===== src/source/soc_pkg.sv =====
// Address map, data widths, register offsets and bus states shared by all subsystem RTL
package soc_pkg;

  // --------------------------------------------------------------------------
  // Bus widths
  // --------------------------------------------------------------------------

  typedef logic [31:0] bus_addr_t;
  typedef logic [31:0] bus_data_t;
  typedef logic [3:0]  bus_strobe_t;
  typedef logic [9:0]  ram_index_t;
  typedef logic [4:0]  reg_offset_t;

  localparam int GPIO_WIDTH = 8;

  typedef logic [GPIO_WIDTH-1:0] gpio_t;

  // --------------------------------------------------------------------------
  // Address map
  // --------------------------------------------------------------------------

  localparam bus_addr_t RAM_BASE   = 32'h0000_0000;
  localparam bus_addr_t RAM_SIZE   = 32'd4096;
  localparam bus_addr_t TIMER_BASE = 32'h8001_0000;
  localparam bus_addr_t TIMER_SIZE = 32'd32;
  localparam bus_addr_t GPIO_BASE  = 32'h8002_0000;
  localparam bus_addr_t GPIO_SIZE  = 32'd32;

  // One RAM word per four bytes of region
  localparam int RAM_WORDS = RAM_SIZE / 4;

  // Timer registers
  localparam reg_offset_t TIMER_CTRL_OFS     = 5'h00;
  localparam reg_offset_t TIMER_MTIME_LO_OFS = 5'h04;
  localparam reg_offset_t TIMER_MTIME_HI_OFS = 5'h08;
  localparam reg_offset_t TIMER_CMP_LO_OFS   = 5'h0C;
  localparam reg_offset_t TIMER_CMP_HI_OFS   = 5'h10;

  // GPIO registers
  localparam reg_offset_t GPIO_IN_OFS  = 5'h00;
  localparam reg_offset_t GPIO_OE_OFS  = 5'h04;
  localparam reg_offset_t GPIO_OUT_OFS = 5'h08;
  localparam reg_offset_t GPIO_SET_OFS = 5'h0C;
  localparam reg_offset_t GPIO_CLR_OFS = 5'h10;

  // Bus controller FSM
  typedef enum logic [1:0] {
    IDLE,
    ISSUE,
    COMPLETE
  } bus_state_e;

endpackage

===== src/source/device_bus_if.sv =====
// One device port of the system bus, connecting the bus controller to a single device
`timescale 1ns/1ps

interface device_bus_if;

  logic                 read_request;
  logic                 write_request;
  soc_pkg::bus_addr_t   offset;
  soc_pkg::reg_offset_t reg_offset;
  soc_pkg::bus_data_t   write_data;
  soc_pkg::bus_strobe_t write_strobe;
  soc_pkg::bus_data_t   read_data;
  logic                 read_response;
  logic                 write_response;

  // Register devices only decode the low offset bits
  assign reg_offset = offset[$bits(soc_pkg::reg_offset_t)-1:0];

  modport controller (
    output read_request, write_request, offset, write_data, write_strobe,
    input  read_data, read_response, write_response
  );

  modport device (
    input  read_request, write_request, offset, reg_offset, write_data, write_strobe,
    output read_data, read_response, write_response
  );

endinterface


===== src/source/gpio_port.sv =====
// GPIO device with synchronized inputs, output enables and set or clear of output bits
`timescale 1ns/1ps

module gpio_port (
  input  logic           clock,
  input  logic           reset,
  device_bus_if.device   bus,
  input  soc_pkg::gpio_t gpio_input_i,
  output soc_pkg::gpio_t gpio_oe_o,
  output soc_pkg::gpio_t gpio_output_o
);

  soc_pkg::gpio_t     sync_meta_q;
  soc_pkg::gpio_t     sync_q;
  soc_pkg::gpio_t     oe_q;
  soc_pkg::gpio_t     out_q;
  soc_pkg::gpio_t     wr_bits;
  soc_pkg::bus_data_t read_data_q;
  logic               read_response_q;
  logic               write_response_q;

  assign wr_bits = bus.write_data[soc_pkg::GPIO_WIDTH-1:0];

  // Two-flop input synchronizer
  always_ff @(posedge clock or posedge reset) begin
    if (reset) begin
      sync_meta_q <= '0;
      sync_q      <= '0;
    end else begin
      sync_meta_q <= gpio_input_i;
      sync_q      <= sync_meta_q;
    end
  end

  // --------------------------------------------------------------------------
  // Register writes and responses
  // --------------------------------------------------------------------------

  always_ff @(posedge clock or posedge reset) begin
    if (reset) begin
      oe_q             <= '0;
      out_q            <= '0;
      read_response_q  <= 1'b0;
      write_response_q <= 1'b0;
    end else begin
      read_response_q  <= bus.read_request;
      write_response_q <= bus.write_request;
      if (bus.write_request) begin
        case (bus.reg_offset)
          soc_pkg::GPIO_OE_OFS:  oe_q  <= wr_bits;
          soc_pkg::GPIO_OUT_OFS: out_q <= wr_bits;
          soc_pkg::GPIO_SET_OFS: out_q <= out_q | wr_bits;
          soc_pkg::GPIO_CLR_OFS: out_q <= out_q & ~wr_bits;
          default: ;
        endcase
      end
    end
  end

  // Reads zero-extend the pin vectors
  always_ff @(posedge clock) begin
    if (bus.read_request) begin
      case (bus.reg_offset)
        soc_pkg::GPIO_IN_OFS:  read_data_q <= soc_pkg::bus_data_t'(sync_q);
        soc_pkg::GPIO_OE_OFS:  read_data_q <= soc_pkg::bus_data_t'(oe_q);
        soc_pkg::GPIO_OUT_OFS: read_data_q <= soc_pkg::bus_data_t'(out_q);
        default:               read_data_q <= '0;
      endcase
    end
  end

  assign bus.read_data      = read_data_q;
  assign bus.read_response  = read_response_q;
  assign bus.write_response = write_response_q;
  assign gpio_oe_o          = oe_q;
  assign gpio_output_o      = out_q;

endmodule


===== src/flat_wrapper.sv =====
// flat-port wrapper written by rule: the top's interface ports become plain ports
module gpio_port_flat 
  (clock, reset, gpio_input_i, gpio_oe_o, gpio_output_o, bus_read_request, bus_write_request, bus_offset, bus_write_data, bus_write_strobe, bus_read_data, bus_read_response, bus_write_response);
  device_bus_if bus_i ();
  input  logic clock;
  input  logic reset;
  input  soc_pkg::gpio_t gpio_input_i;
  output soc_pkg::gpio_t gpio_oe_o;
  output soc_pkg::gpio_t gpio_output_o;
  input wire logic [$bits(bus_i.read_request)-1:0] bus_read_request;
  input wire logic [$bits(bus_i.write_request)-1:0] bus_write_request;
  input wire logic [$bits(bus_i.offset)-1:0] bus_offset;
  input wire logic [$bits(bus_i.write_data)-1:0] bus_write_data;
  input wire logic [$bits(bus_i.write_strobe)-1:0] bus_write_strobe;
  output wire logic [$bits(bus_i.read_data)-1:0] bus_read_data;
  output wire logic [$bits(bus_i.read_response)-1:0] bus_read_response;
  output wire logic [$bits(bus_i.write_response)-1:0] bus_write_response;
  assign bus_i.read_request = bus_read_request;
  assign bus_i.write_request = bus_write_request;
  assign bus_i.offset = {>>{bus_offset}};
  assign bus_i.write_data = bus_write_data;
  assign bus_i.write_strobe = bus_write_strobe;
  assign bus_read_data = bus_i.read_data;
  assign bus_read_response = bus_i.read_response;
  assign bus_write_response = bus_i.write_response;
  gpio_port u_core (.clock(clock), .reset(reset), .bus(bus_i), .gpio_input_i(gpio_input_i), .gpio_oe_o(gpio_oe_o), .gpio_output_o(gpio_output_o));
endmodule

===== config.mk =====
export PLATFORM = sky130hd
export DESIGN_NAME = gpio_port_flat
export DESIGN_NICKNAME = d
export VERILOG_FILES = /design/src/source/soc_pkg.sv /design/src/source/device_bus_if.sv /design/src/source/gpio_port.sv /design/src/flat_wrapper.sv
export SDC_FILE = /design/constraint.sdc
export NUM_CORES = 1
export LEC_CHECK = 0
export BUFFER_PORTS_ARGS = -buffer_cell sky130_fd_sc_hd__buf_2
export CAP_MARGIN = 20
export CORE_MARGIN = 8
export CORE_UTILIZATION = 39
export CTS_BUF_LIST = sky130_fd_sc_hd__clkbuf_16
export DETAILED_ROUTE_END_ITERATION = 8
export PLACE_DENSITY = 0.85
export SYNTH_ARGS = -nofsm -noshare
export SYNTH_HDL_FRONTEND = slang
export SYNTH_SLANG_ARGS = --single-unit

===== constraint.sdc =====
create_clock -name clock -period 1.17 [get_ports clock]
set_clock_uncertainty 0.1 [all_clocks]
set_input_delay 0.234 -clock clock [delete_from_list [all_inputs] [get_ports clock]]
set_output_delay 0.234 -clock clock [all_outputs]
set_load 0.01 [all_outputs]

### Yosys cells after proc, flatten, opt, wreduce, memory -nomap -nowiden

Index checks and enable logic that the tools add are counted.

* reduce and logical (&&, ||, !) cells: 4
* bitwise operators: 3
* multiplexer cells: 2
* eq/ne operators: 4

Operators with widths (count)
* $pmux 8 s3: 2
* $eq 5x4->1 const B: 2
* $and 8x8->8: 1
* $not 8->8: 1
* $or 8x8->8: 1
* $eq 5x3->1 const B: 1
* $eq 5x5->1 const B: 1
* $logic_not 5->1: 1
* $reduce_and 2->1: 2
* $reduce_bool 3->1: 1

* output and inout bits: 50
* logic and storage cells: 20
* bits of input ports: 80
* register bits after elaboration: 66

### Logic depth before layout (Yosys ltp)

* word-level depth: 3
* depth in mapped cells: 5
* mapped depth without buffers: 3

### Worst setup path after synthesis

Ideal clock, no wire load.

* path kind: input to register
* from: input bus_offset[1]
* to: register u_core.oe_q[0], in the netlist u_core.gpio_oe_o[0]
* arrival time: 1130 ps
* cell stages on the path: 3
* setup slack: -184 ps
* required time: 945 ps
* cells stage by stage: nor3b_2 nand2_4 mux2_2

* cells in the longest elaborated chain, start to end: 2

Ends and longest elaborated chain
* start: declaration: line flat_wrapper.sv:12 `input wire logic [$bits(bus_i.offset)-1:0] bus_offset;`
* $eq 5x3->1: line gpio_port.sv:49 `case (bus.reg_offset)`
* $reduce_and 2->1 (no line)
* end signal: assignment: line gpio_port.sv:50 `soc_pkg::GPIO_OE_OFS: oe_q <= wr_bits;`
* end: declaration: line gpio_port.sv:15 `soc_pkg::gpio_t oe_q;`

No other way between the ends.
A chain may end at the register's enable or synchronous reset.

### Worst setup path in the final report

* from: register u_core.oe_q[4], in the netlist u_core.gpio_oe_o[4]
* to: output gpio_oe_o[4]

RTL lines
* end: declaration: line flat_wrapper.sv:8 `output soc_pkg::gpio_t gpio_oe_o;`

No word-level cell between the ends.

==> key figures <==
Run status
  • Status: finished, final reports clean

Timing
  • Final hold violations: 0
  • Period utilisation layout: between 90% and 100%
  • Fmax: about 870 MHz
  • Min Hold Slack: roughly 0.1 ns
  • Slew Viols, Final: 0
  • RSZ-0062 raised after global routing: true
  • Final worst path period need: ~1.2 ns
  • Setup tns final: 0 ns
  • Setup-failing EPs final: 0

Worst setup path
  • Highest net fanout along the worst path: 3
  • CP top delay family: flip-flops
  • R2r setup slk: approximately 0.03 ns
  • WS Path Type: reg2out
  • Slowest CP cell: dfrtp_1
  • Worst R2R Start: u_core.gpio_output_o[2]
  • Critical Path Source: u_core.gpio_oe_o[4]
  • Crit path cell chain: buf_2
  • Launching element type of the critical path: flip-flop
  • Buffers & Inverters on Critical Path: 1
  • Critical path's largest stage delay: 0.40 ns
  • Worst EP arrival: 0.82 ns
  • Critical Path RT: ~0.84 ns
  • CP Capture Type: primary output

Synthesis
  • Top cell type's share of synthesized area: 45.2%
  • Mux contribution to synthesized area: under 10%
  • Largest family of logic cells by synthesized area: simple AND/OR/NAND/NOR gates
  • Top_reg_cell synth: dfrtp_1
  • Synth Instances: around 160
  • Synth Area in Compound Gates: 6.78%
  • Avg Inst Size Synth: between 10 and 15 um^2
  • Adder-Cell Fraction of Synth Area: 0%
  • Count of state elements after synthesis: 42
  • Share of synthesized registers carrying an async set or reset: 81.0%
  • Synth unique cells: 20
  • Post-Syn Area: approximately 0.0019 mm^2
  • Simple-gate portion of the synthesized area: ~17%
  • Post-synth top cells: nand3_1 (40), dfrtp_1 (34), buf_4 (25)
  • EDFF count, synth: 8
  • Post-synthesis xor/xnor area fraction: 0%
  • Cell with the most instances after synthesis: nand3_1
  • Synth Warn #: 0
  • Area leader, netlist: dfrtp_1
  • Area contributors post-synth: dfrtp_1 (45%), edfxtp_1 (13%), nand3_1 (11%), buf_4 (10%), o211ai_1 (6.4%)
  • Sequential element share of the synthesized area: between 50% and 60%

Floorplan
  • Full die area: ~0.0073 mm^2
  • Chip Width: ~85 um
  • Initial Utilization: between 40% and 50%
  • Floorplan row count: 25
  • Core area: 0.00469 mm^2
  • Die Height: 85.5 um
  • IO Count: 130

Pwr
  • Comb pwr share: between 20% and 30%
  • Pint: 2.93 mW
  • Switching share of power: 27.1%
  • Pwr per Cell Area: ~1500 mW/mm^2
  • Worst VDD drop: around 1.1 mV
  • Switch Pwr: between 1 and 1.5 mW
  • Clock power frac: 32.1%
  • Reg power frac: a little over two fifths
  • LEAKAGE: between 1 and 1.5 nW
  • Final Power: between 4 and 5 mW

CTS
  • Worst-skew pair later-pin latency: between 0.2 and 0.3 ns
  • Num CTS Buffers: 5
  • H-tree depth: 2
  • Clock tree sinks: between 40 and 50
  • Root Buffer: clkbuf_16
  • CTS tree: built
  • CTS Buffer Depth: 2
  • Clock slew at reported path FFs: roughly 0.060 ns

Final layout
  • Area Overhead vs Synth: 42.9%
  • Layout cell share with drive strength beyond 1: ~44%
  • Diode count: 0
  • Nets@finish: between 300 and 400
  • Design area: ~0.0027 mm^2

Routing
  • Vias per inst: 5.09
  • Post-Route WL: ~5100 um
  • Total vias in the final route: roughly 1.6k
  • 1st-pass router iterations: 4
  • DR DRC count: 0
  • DR iter-0 viols: 92
  • ANT nets after route: 0
  • WL/cell: 16.3 um

Placement
  • HPWL after DPL: 3500 um
  • GP Congestion: just over 0.8
  • IO buf count: 50
  • Placed cell areas: 0.00230 mm^2

Global routing
  • Gr usage total: 14.2%
  • Vias in the first global route: roughly 1.7k
  • Gr ovfl total: 0
  • Largest net degree at the start of global routing: 35
  • First-pass GRT wire length: 8120 um
  • Initial antenna violation count: 0

Worst hold path
  • Min-delay src: bus_read_request
  • Type of the worst min-delay path: in2reg

Flow run
  • Maxcap violations: 0
==> registers in the layout (all words and copies together) (netlist names) <==
register / count
u_core.gpio_output_o: 8
u_core.sync_q: 8
u_core.bus.read_data: 8
u_core.bus.read_response: 1
u_core.gpio_oe_o: 8
u_core.sync_meta_q: 8
u_core.bus.write_response: 1
==> power groups by stage <==
stage	logic (mW)	clock network, mW	registers, mW
floorplan	0.327	0	1.88
global placement	0.627	0	1.83
detailed placement	0.644	0	1.84
CTS	0.862	1.32	1.75
global route	1.05	1.39	1.77
finish	0.975	1.29	1.75
==> cell families (layout without fill, tap and decap cells) <==
kind of cell	Yosys count	count (layout)
buf+inv	39	109
flops	42	42
other cells	1	24
simple gates	57	57
mux	8	8
compound gates	17	17
==> what timing repair did <==
action | in CTS | in global routing
endpoints found under the hold margin | 43 | 0
setup endpoints to repair | 14 | 12
cloned | 0 | 0
pin swaps | 0 | 0
hold buffers | 10 | 0
resized for setup | 2 | 3
buffers inserted | 10 | 7
==> metal layers <==
| metal | share of wire [%] | track usage, % |
|---|---|---|
| met3 | 8.1 | 5.69 |
| met5 | 0 | 0 |
| met1 | 38 | 15.0 |
| met2 | 54 | 25.6 |
| met4 | 0.41 | 3.34 |
==> cells in the final DEF (no fill, tap or decap), types with 2 or more instances in the layout <==
master	synthesis	layout
buf_2	2	47
dfrtp_1	34	34
nand3_1	40	30
buf_4	25	29
conb_1	1	24
o211ai_1	16	16
nand3_2	0	10
dlygate4sd3_1	0	10
inv_1	9	9
mux2_2	8	8
nor3_1	8	8
edfxtp_1	8	8
clkbuf_16	0	5
nor3b_4	1	3
buf_6	0	3
buf_12	0	3
nor2_2	0	2
==> stage by stage <==
stage / std cells / utilization [%] / worst slack, ns
after floorplan: 187 / - / -0.0633
after global placement: 276 / 49.0 / -0.223
after detailed placement: 276 / 49.0 / -0.275
after CTS: 304 / 55.8 / 0.00276
after global routing: 311 / 57.3 / -0.0145
final: 311 / 57.3 / 0.0180
==> worst paths after layout <==
kind,depth (start not counted),end
hold reg to reg,0,u_core.sync_q[6]
min in group asynchronous,4,u_core.gpio_oe_o[0]
setup / recovery,1,gpio_oe_o[4]
hold / removal,1,u_core.bus.read_response
max in group asynchronous,4,u_core.sync_meta_q[0]
setup reg to reg,4,u_core.bus.read_data[2]
==> final cells by class <==
class	instances	area, um^2
fill	389	2000
sequential	42	1090
multi-input combinational	106	709
timing repair buffer	92	647
clock buffer	5	125
tap	54	67.6
inverter	9	33.8
clock inverter	3	16.3
(Power assumes the default switching activity.)
