### src/source/soc_pkg.sv
// Address map, data widths, register offsets and bus states shared by all subsystem RTL
package soc_pkg;

  // --------------------------------------------------------------------------
  // Bus widths
  // --------------------------------------------------------------------------

  typedef logic [31:0] bus_addr_t;
  typedef logic [31:0] bus_data_t;
  typedef logic [3:0]  bus_strobe_t;
  typedef logic [9:0]  ram_index_t;
  typedef logic [4:0]  reg_offset_t;

  localparam int GPIO_WIDTH = 8;

  typedef logic [GPIO_WIDTH-1:0] gpio_t;

  // --------------------------------------------------------------------------
  // Address map
  // --------------------------------------------------------------------------

  localparam bus_addr_t RAM_BASE   = 32'h0000_0000;
  localparam bus_addr_t RAM_SIZE   = 32'd4096;
  localparam bus_addr_t TIMER_BASE = 32'h8001_0000;
  localparam bus_addr_t TIMER_SIZE = 32'd32;
  localparam bus_addr_t GPIO_BASE  = 32'h8002_0000;
  localparam bus_addr_t GPIO_SIZE  = 32'd32;

  // One RAM word per four bytes of region
  localparam int RAM_WORDS = RAM_SIZE / 4;

  // Timer registers
  localparam reg_offset_t TIMER_CTRL_OFS     = 5'h00;
  localparam reg_offset_t TIMER_MTIME_LO_OFS = 5'h04;
  localparam reg_offset_t TIMER_MTIME_HI_OFS = 5'h08;
  localparam reg_offset_t TIMER_CMP_LO_OFS   = 5'h0C;
  localparam reg_offset_t TIMER_CMP_HI_OFS   = 5'h10;

  // GPIO registers
  localparam reg_offset_t GPIO_IN_OFS  = 5'h00;
  localparam reg_offset_t GPIO_OE_OFS  = 5'h04;
  localparam reg_offset_t GPIO_OUT_OFS = 5'h08;
  localparam reg_offset_t GPIO_SET_OFS = 5'h0C;
  localparam reg_offset_t GPIO_CLR_OFS = 5'h10;

  // Bus controller FSM
  typedef enum logic [1:0] {
    IDLE,
    ISSUE,
    COMPLETE
  } bus_state_e;

endpackage
### src/source/device_bus_if.sv
// One device port of the system bus, connecting the bus controller to a single device
`timescale 1ns/1ps

interface device_bus_if;

  logic                 read_request;
  logic                 write_request;
  soc_pkg::bus_addr_t   offset;
  soc_pkg::reg_offset_t reg_offset;
  soc_pkg::bus_data_t   write_data;
  soc_pkg::bus_strobe_t write_strobe;
  soc_pkg::bus_data_t   read_data;
  logic                 read_response;
  logic                 write_response;

  // Register devices only decode the low offset bits
  assign reg_offset = offset[$bits(soc_pkg::reg_offset_t)-1:0];

  modport controller (
    output read_request, write_request, offset, write_data, write_strobe,
    input  read_data, read_response, write_response
  );

  modport device (
    input  read_request, write_request, offset, reg_offset, write_data, write_strobe,
    output read_data, read_response, write_response
  );

endinterface

### src/source/machine_timer.sv
// Free-running 64-bit machine timer device with compare register and interrupt level
`timescale 1ns/1ps

module machine_timer (
  input  logic         clock,
  input  logic         reset,
  device_bus_if.device bus,
  output logic         timer_irq_o
);

  logic               enable_q;
  logic [63:0]        mtime_q;
  logic [63:0]        mtime_d;
  logic [63:0]        mtimecmp_q;
  soc_pkg::bus_data_t read_data_q;
  logic               read_response_q;
  logic               write_response_q;

  // Count, then let a bus write override the written half
  always_comb begin
    mtime_d = enable_q ? mtime_q + 64'd1 : mtime_q;
    if (bus.write_request) begin
      if (bus.reg_offset == soc_pkg::TIMER_MTIME_LO_OFS) begin
        mtime_d[31:0] = bus.write_data;
      end
      if (bus.reg_offset == soc_pkg::TIMER_MTIME_HI_OFS) begin
        mtime_d[63:32] = bus.write_data;
      end
    end
  end

  // --------------------------------------------------------------------------
  // Control state
  // --------------------------------------------------------------------------

  always_ff @(posedge clock or posedge reset) begin
    if (reset) begin
      enable_q         <= 1'b0;
      mtime_q          <= '0;
      mtimecmp_q       <= '1;
      timer_irq_o      <= 1'b0;
      read_response_q  <= 1'b0;
      write_response_q <= 1'b0;
    end else begin
      mtime_q          <= mtime_d;
      read_response_q  <= bus.read_request;
      write_response_q <= bus.write_request;
      // Level interrupt while enabled and compare reached
      timer_irq_o      <= enable_q && (mtime_q >= mtimecmp_q);
      if (bus.write_request) begin
        case (bus.reg_offset)
          soc_pkg::TIMER_CTRL_OFS:   enable_q          <= bus.write_data[0];
          soc_pkg::TIMER_CMP_LO_OFS: mtimecmp_q[31:0]  <= bus.write_data;
          soc_pkg::TIMER_CMP_HI_OFS: mtimecmp_q[63:32] <= bus.write_data;
          default: ;
        endcase
      end
    end
  end

  // --------------------------------------------------------------------------
  // Register reads
  // --------------------------------------------------------------------------

  always_ff @(posedge clock) begin
    if (bus.read_request) begin
      case (bus.reg_offset)
        soc_pkg::TIMER_CTRL_OFS:     read_data_q <= {31'b0, enable_q};
        soc_pkg::TIMER_MTIME_LO_OFS: read_data_q <= mtime_q[31:0];
        soc_pkg::TIMER_MTIME_HI_OFS: read_data_q <= mtime_q[63:32];
        soc_pkg::TIMER_CMP_LO_OFS:   read_data_q <= mtimecmp_q[31:0];
        soc_pkg::TIMER_CMP_HI_OFS:   read_data_q <= mtimecmp_q[63:32];
        default:                     read_data_q <= '0;
      endcase
    end
  end

  assign bus.read_data      = read_data_q;
  assign bus.read_response  = read_response_q;
  assign bus.write_response = write_response_q;

endmodule

### src/flat_wrapper.sv
// flat-port wrapper written by rule: the top's interface ports become plain ports
module machine_timer_flat 
  (clock, reset, timer_irq_o, bus_read_request, bus_write_request, bus_offset, bus_write_data, bus_write_strobe, bus_read_data, bus_read_response, bus_write_response);
  device_bus_if bus_i ();
  input  logic clock;
  input  logic reset;
  output logic timer_irq_o;
  input wire logic [$bits(bus_i.read_request)-1:0] bus_read_request;
  input wire logic [$bits(bus_i.write_request)-1:0] bus_write_request;
  input wire logic [$bits(bus_i.offset)-1:0] bus_offset;
  input wire logic [$bits(bus_i.write_data)-1:0] bus_write_data;
  input wire logic [$bits(bus_i.write_strobe)-1:0] bus_write_strobe;
  output wire logic [$bits(bus_i.read_data)-1:0] bus_read_data;
  output wire logic [$bits(bus_i.read_response)-1:0] bus_read_response;
  output wire logic [$bits(bus_i.write_response)-1:0] bus_write_response;
  assign bus_i.read_request = bus_read_request;
  assign bus_i.write_request = bus_write_request;
  assign bus_i.offset = {>>{bus_offset}};
  assign bus_i.write_data = bus_write_data;
  assign bus_i.write_strobe = bus_write_strobe;
  assign bus_read_data = bus_i.read_data;
  assign bus_read_response = bus_i.read_response;
  assign bus_write_response = bus_i.write_response;
  machine_timer u_core (.clock(clock), .reset(reset), .bus(bus_i), .timer_irq_o(timer_irq_o));
endmodule
### config.mk
export PLATFORM = sky130hd
export DESIGN_NAME = machine_timer_flat
export DESIGN_NICKNAME = d
export VERILOG_FILES = /design/src/source/soc_pkg.sv /design/src/source/device_bus_if.sv /design/src/source/machine_timer.sv /design/src/flat_wrapper.sv
export SDC_FILE = /design/constraint.sdc
export NUM_CORES = 1
export LEC_CHECK = 0
export BUFFER_PORTS_ARGS = -buffer_cell sky130_fd_sc_hd__buf_2
export CORE_MARGIN = 1
export CORE_UTILIZATION = 35
export DETAILED_ROUTE_END_ITERATION = 10
export MAX_ROUTING_LAYER = met4
export PLACE_DENSITY = 0.55
export SYNTH_ARGS = -nofsm -noshare
export SYNTH_HDL_FRONTEND = slang
export SYNTH_SLANG_ARGS = --single-unit
### constraint.sdc
create_clock -name clock -period 10.9 [get_ports clock]
set_clock_uncertainty 0.2 [all_clocks]
set_input_delay 2.18 -clock clock [delete_from_list [all_inputs] [get_ports clock]]
set_output_delay 2.18 -clock clock [all_outputs]
set_load 0.01 [all_outputs]
### After elaboration in Yosys (flattened, before gate mapping)

Index checks and enable logic that the tools add are counted.

| storage, ports and cells | value |
|---|---|
| word-level logic and storage cells | 24 |
| register bits after elaboration | 164 |
| output and inout port bits | 35 |
| bits of input ports | 72 |

| operators by class | value |
|---|---|
| reduce and logical (&&, ||, !) cells | 5 |
| $add $sub $neg | 1 |
| equality and inequality tests | 4 |
| muxes and demuxes | 5 |
| $lt $le $gt $ge | 1 |

Operators by type and width:

| kind | count |
|---|---|
| case mux 32 bit (5 select lines) | 1 |
| 2-to-1 mux 64 bit | 2 |
| adder 64 x 1 -> 64 bit, second input constant | 1 |
| >= comparator 64 bit | 1 |
| 2-to-1 mux 32 bit | 2 |
| equality test 5 x 4 -> 1 bit, second input constant | 2 |
| AND reduction 2 bit | 3 |
| equality test 5 x 3 -> 1 bit, second input constant | 1 |
| equality test 5 bit, second input constant | 1 |
| logical NOT 5 bit | 1 |
| logical AND 1 bit | 1 |

### Logic depth before layout (Yosys ltp)

Gate-level depths: netlist (run 1).

| depth | value |
|---|---|
| depth in word-level cells | 4 |
| gate-level depth with buffers | 9 |
| gate-level depth less buffers | 8 |

### Worst setup path after synthesis (run 1)

No wires, ideal clock.

| timing | value |
|---|---|
| path type | input port to flip-flop |
| from | in bus_offset[3] |
| to | reg u_core.read_data_q[31] (netlist: u_core.bus.read_data[31]), data pin |
| buffers on the path | 2 |
| data arrival time | 3.466 ns |
| setup slack | 6.974 ns |
| required time | 10.439 ns |
| setup time | 0.261 ns |
| cell stages on the path | 5 |
| cell sequence | clkbuf_1 buf_1 mux2i_1 nor2_1 a221o_1 |

| on the way | value |
|---|---|
| longest elaborated chain between the ends | 2 |
| elaborated cells between the ends (all ways) | 6 |
| those cells by class | eq/ne (4); mux (1); reduce/logical (1) |

Ends and longest elaborated chain:

| element | RTL line | text |
|---|---|---|
| from (decl) | flat_wrapper.sv:10 | `input wire logic [$bits(bus_i.offset)-1:0] bus_offset;` |
| equality test 5 bit, or another cell as far along | machine_timer.sv:67 | `case (bus.reg_offset)` |
| case mux 32 bit (5 select lines) * | machine_timer.sv:67 |  |
| to (signal assigned) | machine_timer.sv:68 | `soc_pkg::TIMER_CTRL_OFS: read_data_q <= {31'b0, enable_q};` |
| to (signal assigned) | machine_timer.sv:69 | `soc_pkg::TIMER_MTIME_LO_OFS: read_data_q <= mtime_q[31:0];` |
| to (signal assigned) | machine_timer.sv:70 | `soc_pkg::TIMER_MTIME_HI_OFS: read_data_q <= mtime_q[63:32];` |
| to (decl) | machine_timer.sv:15 | `soc_pkg::bus_data_t read_data_q;` |

Mark *: on every way between the ends. The rest lies on a longest branch, timed or not.
A chain may end at the register's enable or synchronous reset.

### Worst setup path in the final report (run 1)

| timing | value |
|---|---|
| from | in bus_offset[3] |
| to | reg u_core.mtimecmp_q[61] |

| on the way | value |
|---|---|
| longest elaborated chain between the ends | 2 |

Ends and longest elaborated chain:

| element | RTL line | text |
|---|---|---|
| equality test 5 bit | machine_timer.sv:51 | `case (bus.reg_offset)` |
| AND reduction 2 bit (no line) | -- |  |
| to (signal assigned) | machine_timer.sv:54 | `soc_pkg::TIMER_CMP_HI_OFS: mtimecmp_q[63:32] <= bus.write_data;` |
| to (decl) | machine_timer.sv:14 | `logic [63:0] mtimecmp_q;` |

No other way between the ends.

==> impl_results.md, run 1 <==
* Peak VDD IR at 0.106 mV
* Critical path arrival at 4.54 ns
* Final setup fails at 0
* Min cycle time layout at 4.38 ns
* Grt total ovfl at 0
* Run status: completed
* CTS root buf: clkbuf_16
* Synthesized flop and latch total at 164
* Detailed-router iteration count before antenna repair at 5
* Crit path buf inv count at 4
* Die Ht at 167 um
* Routed vias at 7326
* Max cap viols at 0
* Final worst-path cycle share at 0.402
* Post-synth net total at 1109
* Crit-path slowest cell: buf_4
* Kind of end point of the critical path: flip-flop
* Multi-input logic area at 4770 um^2
* Synth area leaders: dfrtp_1 (18%), dfstp_2 (18%), edfxtp_1 (10%)
* Drt drc at 0
* Initial drt markers at 551
* Synth Instances at 972
* Power per Cell Area at 197 nW/um^2
* Die W at 167 um
* Ys async rst share at 0.805
* CP startpoint kind: input port
* Core Rows at 60
* RSZ-0062 raised after global routing: no
* Area Growth Syn to Fin at 13.7%
* Vias/cell at 5.30
* Port bufs at 75
* Fin. max-slew vios at 0
* Routed wire per std cell at 19.0 um
* Slew margin rel. at 0.200
* Fin Hold WS at 0.314 ns
* Worst path max stage delay at 0.56 ns
* Antenna-violating nets left at 0
* Reg2reg setup slack at 7.08 ns
* Area of the mapped netlist at 9570 um^2
* Initial antenna violation count at 0
* Hold Buf Count CTS at 0
* Ports at 107
* Critical path type: input port to flip-flop
* GRT Total Usage at 0.199
* CTS resizes at 0
* Post CTS Setup Buffer Count at 0
* Final WL at 26200 um
* Pin count of the biggest net entering global routing at 74
* Placer Congestion at 0.850
* Post-synth EDFFs at 32
* Most frequent cells in the layout: nor2_1 (106), a21oi_1 (81), buf_2 (75)
* Num CTS Buffers at 17
* Core ar. at 26900 um^2
* Util after Layout at 0.405
* Fillers at 2631
* CP delay by family, top: buffers and inverters
* Leakage at 4.56 nW
* Antenna diodes at 0
* Final Hold Fails at 0
* # clock sinks at 164
* First-pass GRT wire length at 41600 um
* Sequential area share after synthesis at 0.454
* Commonest non-fill, non-tap cell in the layout: nor2_1
* Synth top area share at 0.178
* Storage element area at 4340 um^2
* Total Nets Final at 1166
* CP max FO at 39
* Mean post-synth cell area at 9.85 um^2
* Die ar. at 28000 um^2
* Worst hold path class: flip-flop to flip-flop
* Critical path, cell by cell: buf_2 > buf_4 > nor4_1 > and2_1 > buf_4 > nand2_1 > buf_4 > mux2_2
* CP Data Required Time at 11.05 ns
* Initial core utilization at 0.356
* Max clock buf depth at 2
* Number of global-route vias before repair at 7075
* CTS tree: yes
* Netlist cell types at 48
* Most used cell, CP: buf_4
* Synth Flop Type: dfrtp_1
* Worst-skew pair later-pin latency at 0.43 ns
* Layout cells sized above 1 at 0.224
* Setup TNS at 0 ns
* Worst-path clk slew at 0.06 ns
* H-tree levels at 4
* YS warnings at 0
* HPWL Detailed at 18500 um
* Fmax at 0.228 GHz
* Biggest area consumer among synthesized cells: dfrtp_1
* Slew @ Worst Pin at 1.19 ns
## logic make-up (layout without fill, tap and decap cells)
family | Yosys count | in the layout | synth area share
and+or+nand+nor | 317 | 317 | 0.168
AOI/OAI and AO/OA | 182 | 182 | 0.118
DFF | 164 | 164 | 0.454
buffers and inverters | 120 | 190 | 0.0481
muxes | 68 | 68 | 0.0758
adders and majority gates | 65 | 65 | 0.0850
xor gates and xnor gates | 56 | 56 | 0.0512
## area by class of cell
cell class | instances | share of cell area
clock buffer | 17 | 0.0391
clock inverter | 15 | 0.0167
inverter | 73 | 0.0256
multi-input combinational | 688 | 0.439
sequential | 164 | 0.399
tap | 341 | 0.0392
timing repair buffer | 85 | 0.0414
## cell usage after synthesis (8+ instances only)
cell and n:
mux2_2 36, and4_1 13, xor2_1 30, a221o_1 31, and3_1 13, xnor2_1 26, clkbuf_1 36, a21oi_1 81
buf_1 8, dfstp_2 64, o21ai_0 45, nand4_1 27, ha_1 65, inv_1 73, mux2i_1 32, nor2_1 106
nor4_1 10, dfrtp_1 68, nand2_1 68, nand3_1 34, nor3_1 10, edfxtp_1 32
## stage by stage
| step | instances | cell area (um^2) | total power [mW] | worst slack, ns |
|---|---|---|---|---|
| 6_report | 1383 | 10900 | 2.15 | 6.52 |
| 5_1_grt | 1383 | 10900 | 2.29 | 6.40 |
| 4_1_cts | 1383 | 10900 | 2.16 | 6.49 |
| 3_5_place_dp | 1351 | 10300 | 1.52 | 6.05 |
| 3_3_place_gp | 1351 | 10300 | 1.51 | 6.06 |
| 2_1_floorplan | 972 | 9570 | 1.33 | 5.10 |
## report_power, final
part / leakage, nW / switching, mW / total, mW / internal (mW)
Sequential: 1.71 / 0.152 / 0.940 / 0.788
Combinational: 2.56 / 0.323 / 0.582 / 0.260
Clock: 0.282 / 0.263 / 0.625 / 0.362
## per-layer routing
layer / global-route usage / vias to the layer above / wire length [um]
li1: - / 3613 / -
met1: 0.282 / 3516 / 13200
met2: 0.291 / 165 / 11400
met3: 0.0345 / 32 / 1160
met4: 0.0558 / 0 / 437
met5: - / - / 0
## state kept, by name (all words and copies together), names as in the netlist
signal	cells
u_core.mtime_q	64
u_core.timer_irq_o	1
u_core.mtimecmp_q	64
u_core.bus.read_data	32
u_core.bus.write_response	1
u_core.bus.read_response	1
u_core.enable_q	1
## final timing paths
path	start	endpoint	depth (start not counted)
max reg2reg	u_core.enable_q$_DFFE_PP0P_	u_core.mtime_q[63]$_DFF_PP0_	6
min reg2reg	u_core.mtimecmp_q[5]$_DFFE_PP1P_	u_core.mtimecmp_q[5]$_DFFE_PP1P_	2
max	bus_offset[3]	u_core.mtimecmp_q[61]$_DFFE_PP1P_	8
min in group asynchronous	reset	u_core.bus.write_response$_DFF_PP0_	2
max in group asynchronous	reset	u_core.mtime_q[23]$_DFF_PP0_	3
min	u_core.mtimecmp_q[5]$_DFFE_PP1P_	u_core.mtimecmp_q[5]$_DFFE_PP1P_	2
## worst reg2reg max path: cells and delay by family, from the launching register on
family             cells  cell delay, ns
DFF                    1            0.60
AOI/OAI and AO/OA      1            0.17
and+or+nand+nor        5            2.79
Note: power is estimated with default switching activity, not from simulation.
==> run 2: changes to the inputs <==
Clock period 10.9 ns to 4.2 ns, I/O delays scaled along.
==> run 2 against run 1 <==
Sequential share of layout area decreased by 0.26 points. Register-to-register slack lost 6.0 ns. Die area is the same. Non-clock buffer count up 9. Critical path type is now flip-flop to flip-flop. Largest cell class unchanged. Highest routed layer unchanged.
==> impl_results.md, run 2 (synthesis gave the netlist of run 1 again) <==
* Post CTS Setup Buffer Count at 0 (unchanged)
* Final worst-path cycle share at 0.735
* Die ar. at 28000 um^2 (unchanged)
* Fillers at 2655 (+0.91%)
* Critical path arrival at 3.16 ns (-1.38 ns)
* Hold Buf Count CTS at 0 (unchanged)
* Die W at 167 um (unchanged)
* CTS root buf: clkbuf_16
* Fin. max-slew vios at 0 (unchanged)
* CTS tree: yes
* Antenna-violating nets left at 0 (unchanged)
* Drt drc at 0 (unchanged)
* Num CTS Buffers at 17 (unchanged)
* Critical path, cell by cell: inv_1 > ha_1 > nand2b_1 > a2111oi_0 > o32a_1 > nand4b_1 > a21oi_1 > o21ai_0
* Vias/cell at 5.42 (+2.3%)
* Layout cells sized above 1 at 0.229 (+0.00570)
* CP Data Required Time at 4.27 ns (-6.78 ns)
* Final WL at 26500 um (+1.0%)
* Kind of end point of the critical path: flip-flop
* Port bufs at 75 (unchanged)
* CP startpoint kind: flip-flop
* Core Rows at 60 (unchanged)
* Worst hold path class: flip-flop to flip-flop
* Non-Filler Instances at 1392 (+0.65%)
* Slew margin rel. at 0.293 (+0.0931)
* Fin Hold WS at 0.314 ns (+0.000199 ns)
* GRT Total Usage at 0.200 (+0.000984)
* Min cycle time layout at 3.09 ns
* Fmax at 0.324 GHz
* Comb power frac at 0.273 (+0.002)
* Area Growth Syn to Fin at 14.4%
* Number of global-route vias before repair at 7195 (+1.7%)
* Total Nets Final at 1175 (+0.77%)
* Commonest non-fill, non-tap cell in the layout: nor2_1
* Core ar. at 26900 um^2 (unchanged)
* Worst-path clk slew at 0.07 ns (about the same)
* Initial antenna violation count at 0 (unchanged)
* Initial drt markers at 502 (-8.9%)
* Antenna diodes at 0 (unchanged)
* Int Pwr at 3.64 mW (+160%)
* Placer Congestion at 0.882 (+3.9%)
* Ports at 107 (unchanged)
* Max cap viols at 0 (unchanged)
* Slew @ Worst Pin at 1.03 ns (-0.155 ns)
* Final setup fails at 0 (unchanged)
* Placed Instance Area at 10400 um^2 (+0.77%)
* Critical path type: flip-flop to flip-flop
* CP max FO at 8 (-79%)
* P_sw at 1.94 mW (+160%)
* Initial core utilization at 0.356 (unchanged)
* Detailed-router iteration count before antenna repair at 5 (unchanged)
* Setup WS post-layout at 1.11 ns (-5.40 ns)
* H-tree levels at 4 (unchanged)
* Worst path max stage delay at 0.92 ns (+0.36 ns)
* Util after Layout at 0.407 (+0.00265)
* Pin count of the biggest net entering global routing at 45 (-39%)
* Worst-skew pair later-pin latency at 0.43 ns (about the same)
* Grt total ovfl at 0 (unchanged)
* Routed wire per std cell at 19.0 um (+0.38%)
* First-pass GRT wire length at 41900 um (+0.90%)
* Reg power frac at 0.437 (about the same)
* Power per Cell Area at 510 nW/um^2 (+160%)
* Net Sw Frac at 0.347 (+0.00369)
* Setup TNS at 0 ns (unchanged)
* Routed vias at 7544 (+3.0%)
* Leakage at 4.61 nW (+1.2%)
* Final Hold Fails at 0 (unchanged)
* Die Ht at 167 um (unchanged)
* Pre-CTS setup slack at 1.12 ns (-4.93 ns)
* Most frequent cells in the layout: nor2_1 (106), a21oi_1 (81), buf_2 (75)
* Run status: completed
* HPWL Detailed at 19600 um (+5.9%)
* CTS resizes at 0 (unchanged)
* Peak VDD IR at 0.291 mV (+170%)
* Fin area at 11000 um^2 (+0.66%)
* Crit-path slowest cell: a2111oi_0
* Placed cell count at 1360 (+0.67%)
* # clock sinks at 164 (unchanged)
* Total Power at 5.58 mW (+160%)
* Max clock buf depth at 2 (unchanged)
* Clock power frac at 0.290 (about the same)
* RSZ-0062 raised after global routing: no
## run 2: cell count changes in the layout (fill, tap and decap cells not counted)
cell	previous run	this run
buf_4	10	18
clkinvlp_4	5	3
buf_12	0	1
bufinv_16	3	2
clkbuf_16	17	18
clkinv_1	0	1
clkinv_2	2	3
inv_6	4	3
inv_8	0	1
## run 2: final timing paths
path / startpoint / end / slack [ns] / cells past startpoint
worst max-delay path: u_core.mtime_q[0]$_DFF_PP0_ / u_core.timer_irq_o$_DFF_PP0_ / 1.11 / 8
worst min-delay path: u_core.mtimecmp_q[17]$_DFFE_PP1P_ / u_core.mtimecmp_q[17]$_DFFE_PP1P_ / 0.31 / 2
worst max register to register: u_core.mtime_q[0]$_DFF_PP0_ / u_core.timer_irq_o$_DFF_PP0_ / 1.11 / 8
worst min register to register: u_core.mtimecmp_q[17]$_DFFE_PP1P_ / u_core.mtimecmp_q[17]$_DFFE_PP1P_ / 0.31 / 2
max in group asynchronous: reset / u_core.mtimecmp_q[55]$_DFFE_PP1P_ / 2.44 / 3
min in group asynchronous: reset / u_core.mtime_q[38]$_DFF_PP0_ / 0.42 / 2
## run 2: area by class of cell
class / count / area [um^2] / share of cell area
clock buffer: 18 / 450 / 0.0411
clock inverter: 14 / 149 / 0.0136
inverter: 73 / 278 / 0.0254
multi-input combinational: 688 / 4770 / 0.436
sequential: 164 / 4340 / 0.397
tap: 341 / 427 / 0.0390
timing repair buffer: 94 / 531 / 0.0484
## run 2: power by group through the flow
| stage | sequential [mW] | combinational [mW] | clock (mW) |
|---|---|---|---|
| 2_1_floorplan | 2.35 | 1.11 | 0 |
| 3_3_place_gp | 2.45 | 1.48 | 0 |
| 3_5_place_dp | 2.46 | 1.51 | 0 |
| 4_1_cts | 2.43 | 1.53 | 1.65 |
| 5_1_grt | 2.49 | 1.74 | 1.72 |
| 6_report | 2.44 | 1.53 | 1.62 |
## run 2: critical path: cells and delay by family (launching register included)
kind / cells / cell delay [ns]
buffers and inverters: 1 / 0.08
flip-flops: 1 / 0.51
adder cells (fa/ha/maj): 1 / 0.27
AND/OR/NAND/NOR: 2 / 0.33
AO/OA/AOI/OAI: 4 / 1.55
## run 2: metal layers
layer / track usage / up-vias / wire length, um
met5: - / - / 0
met4: 0.0443 / 0 / 284
met3: 0.0345 / 20 / 1400
met2: 0.297 / 191 / 11700
met1: 0.285 / 3721 / 13100
li1: - / 3612 / -
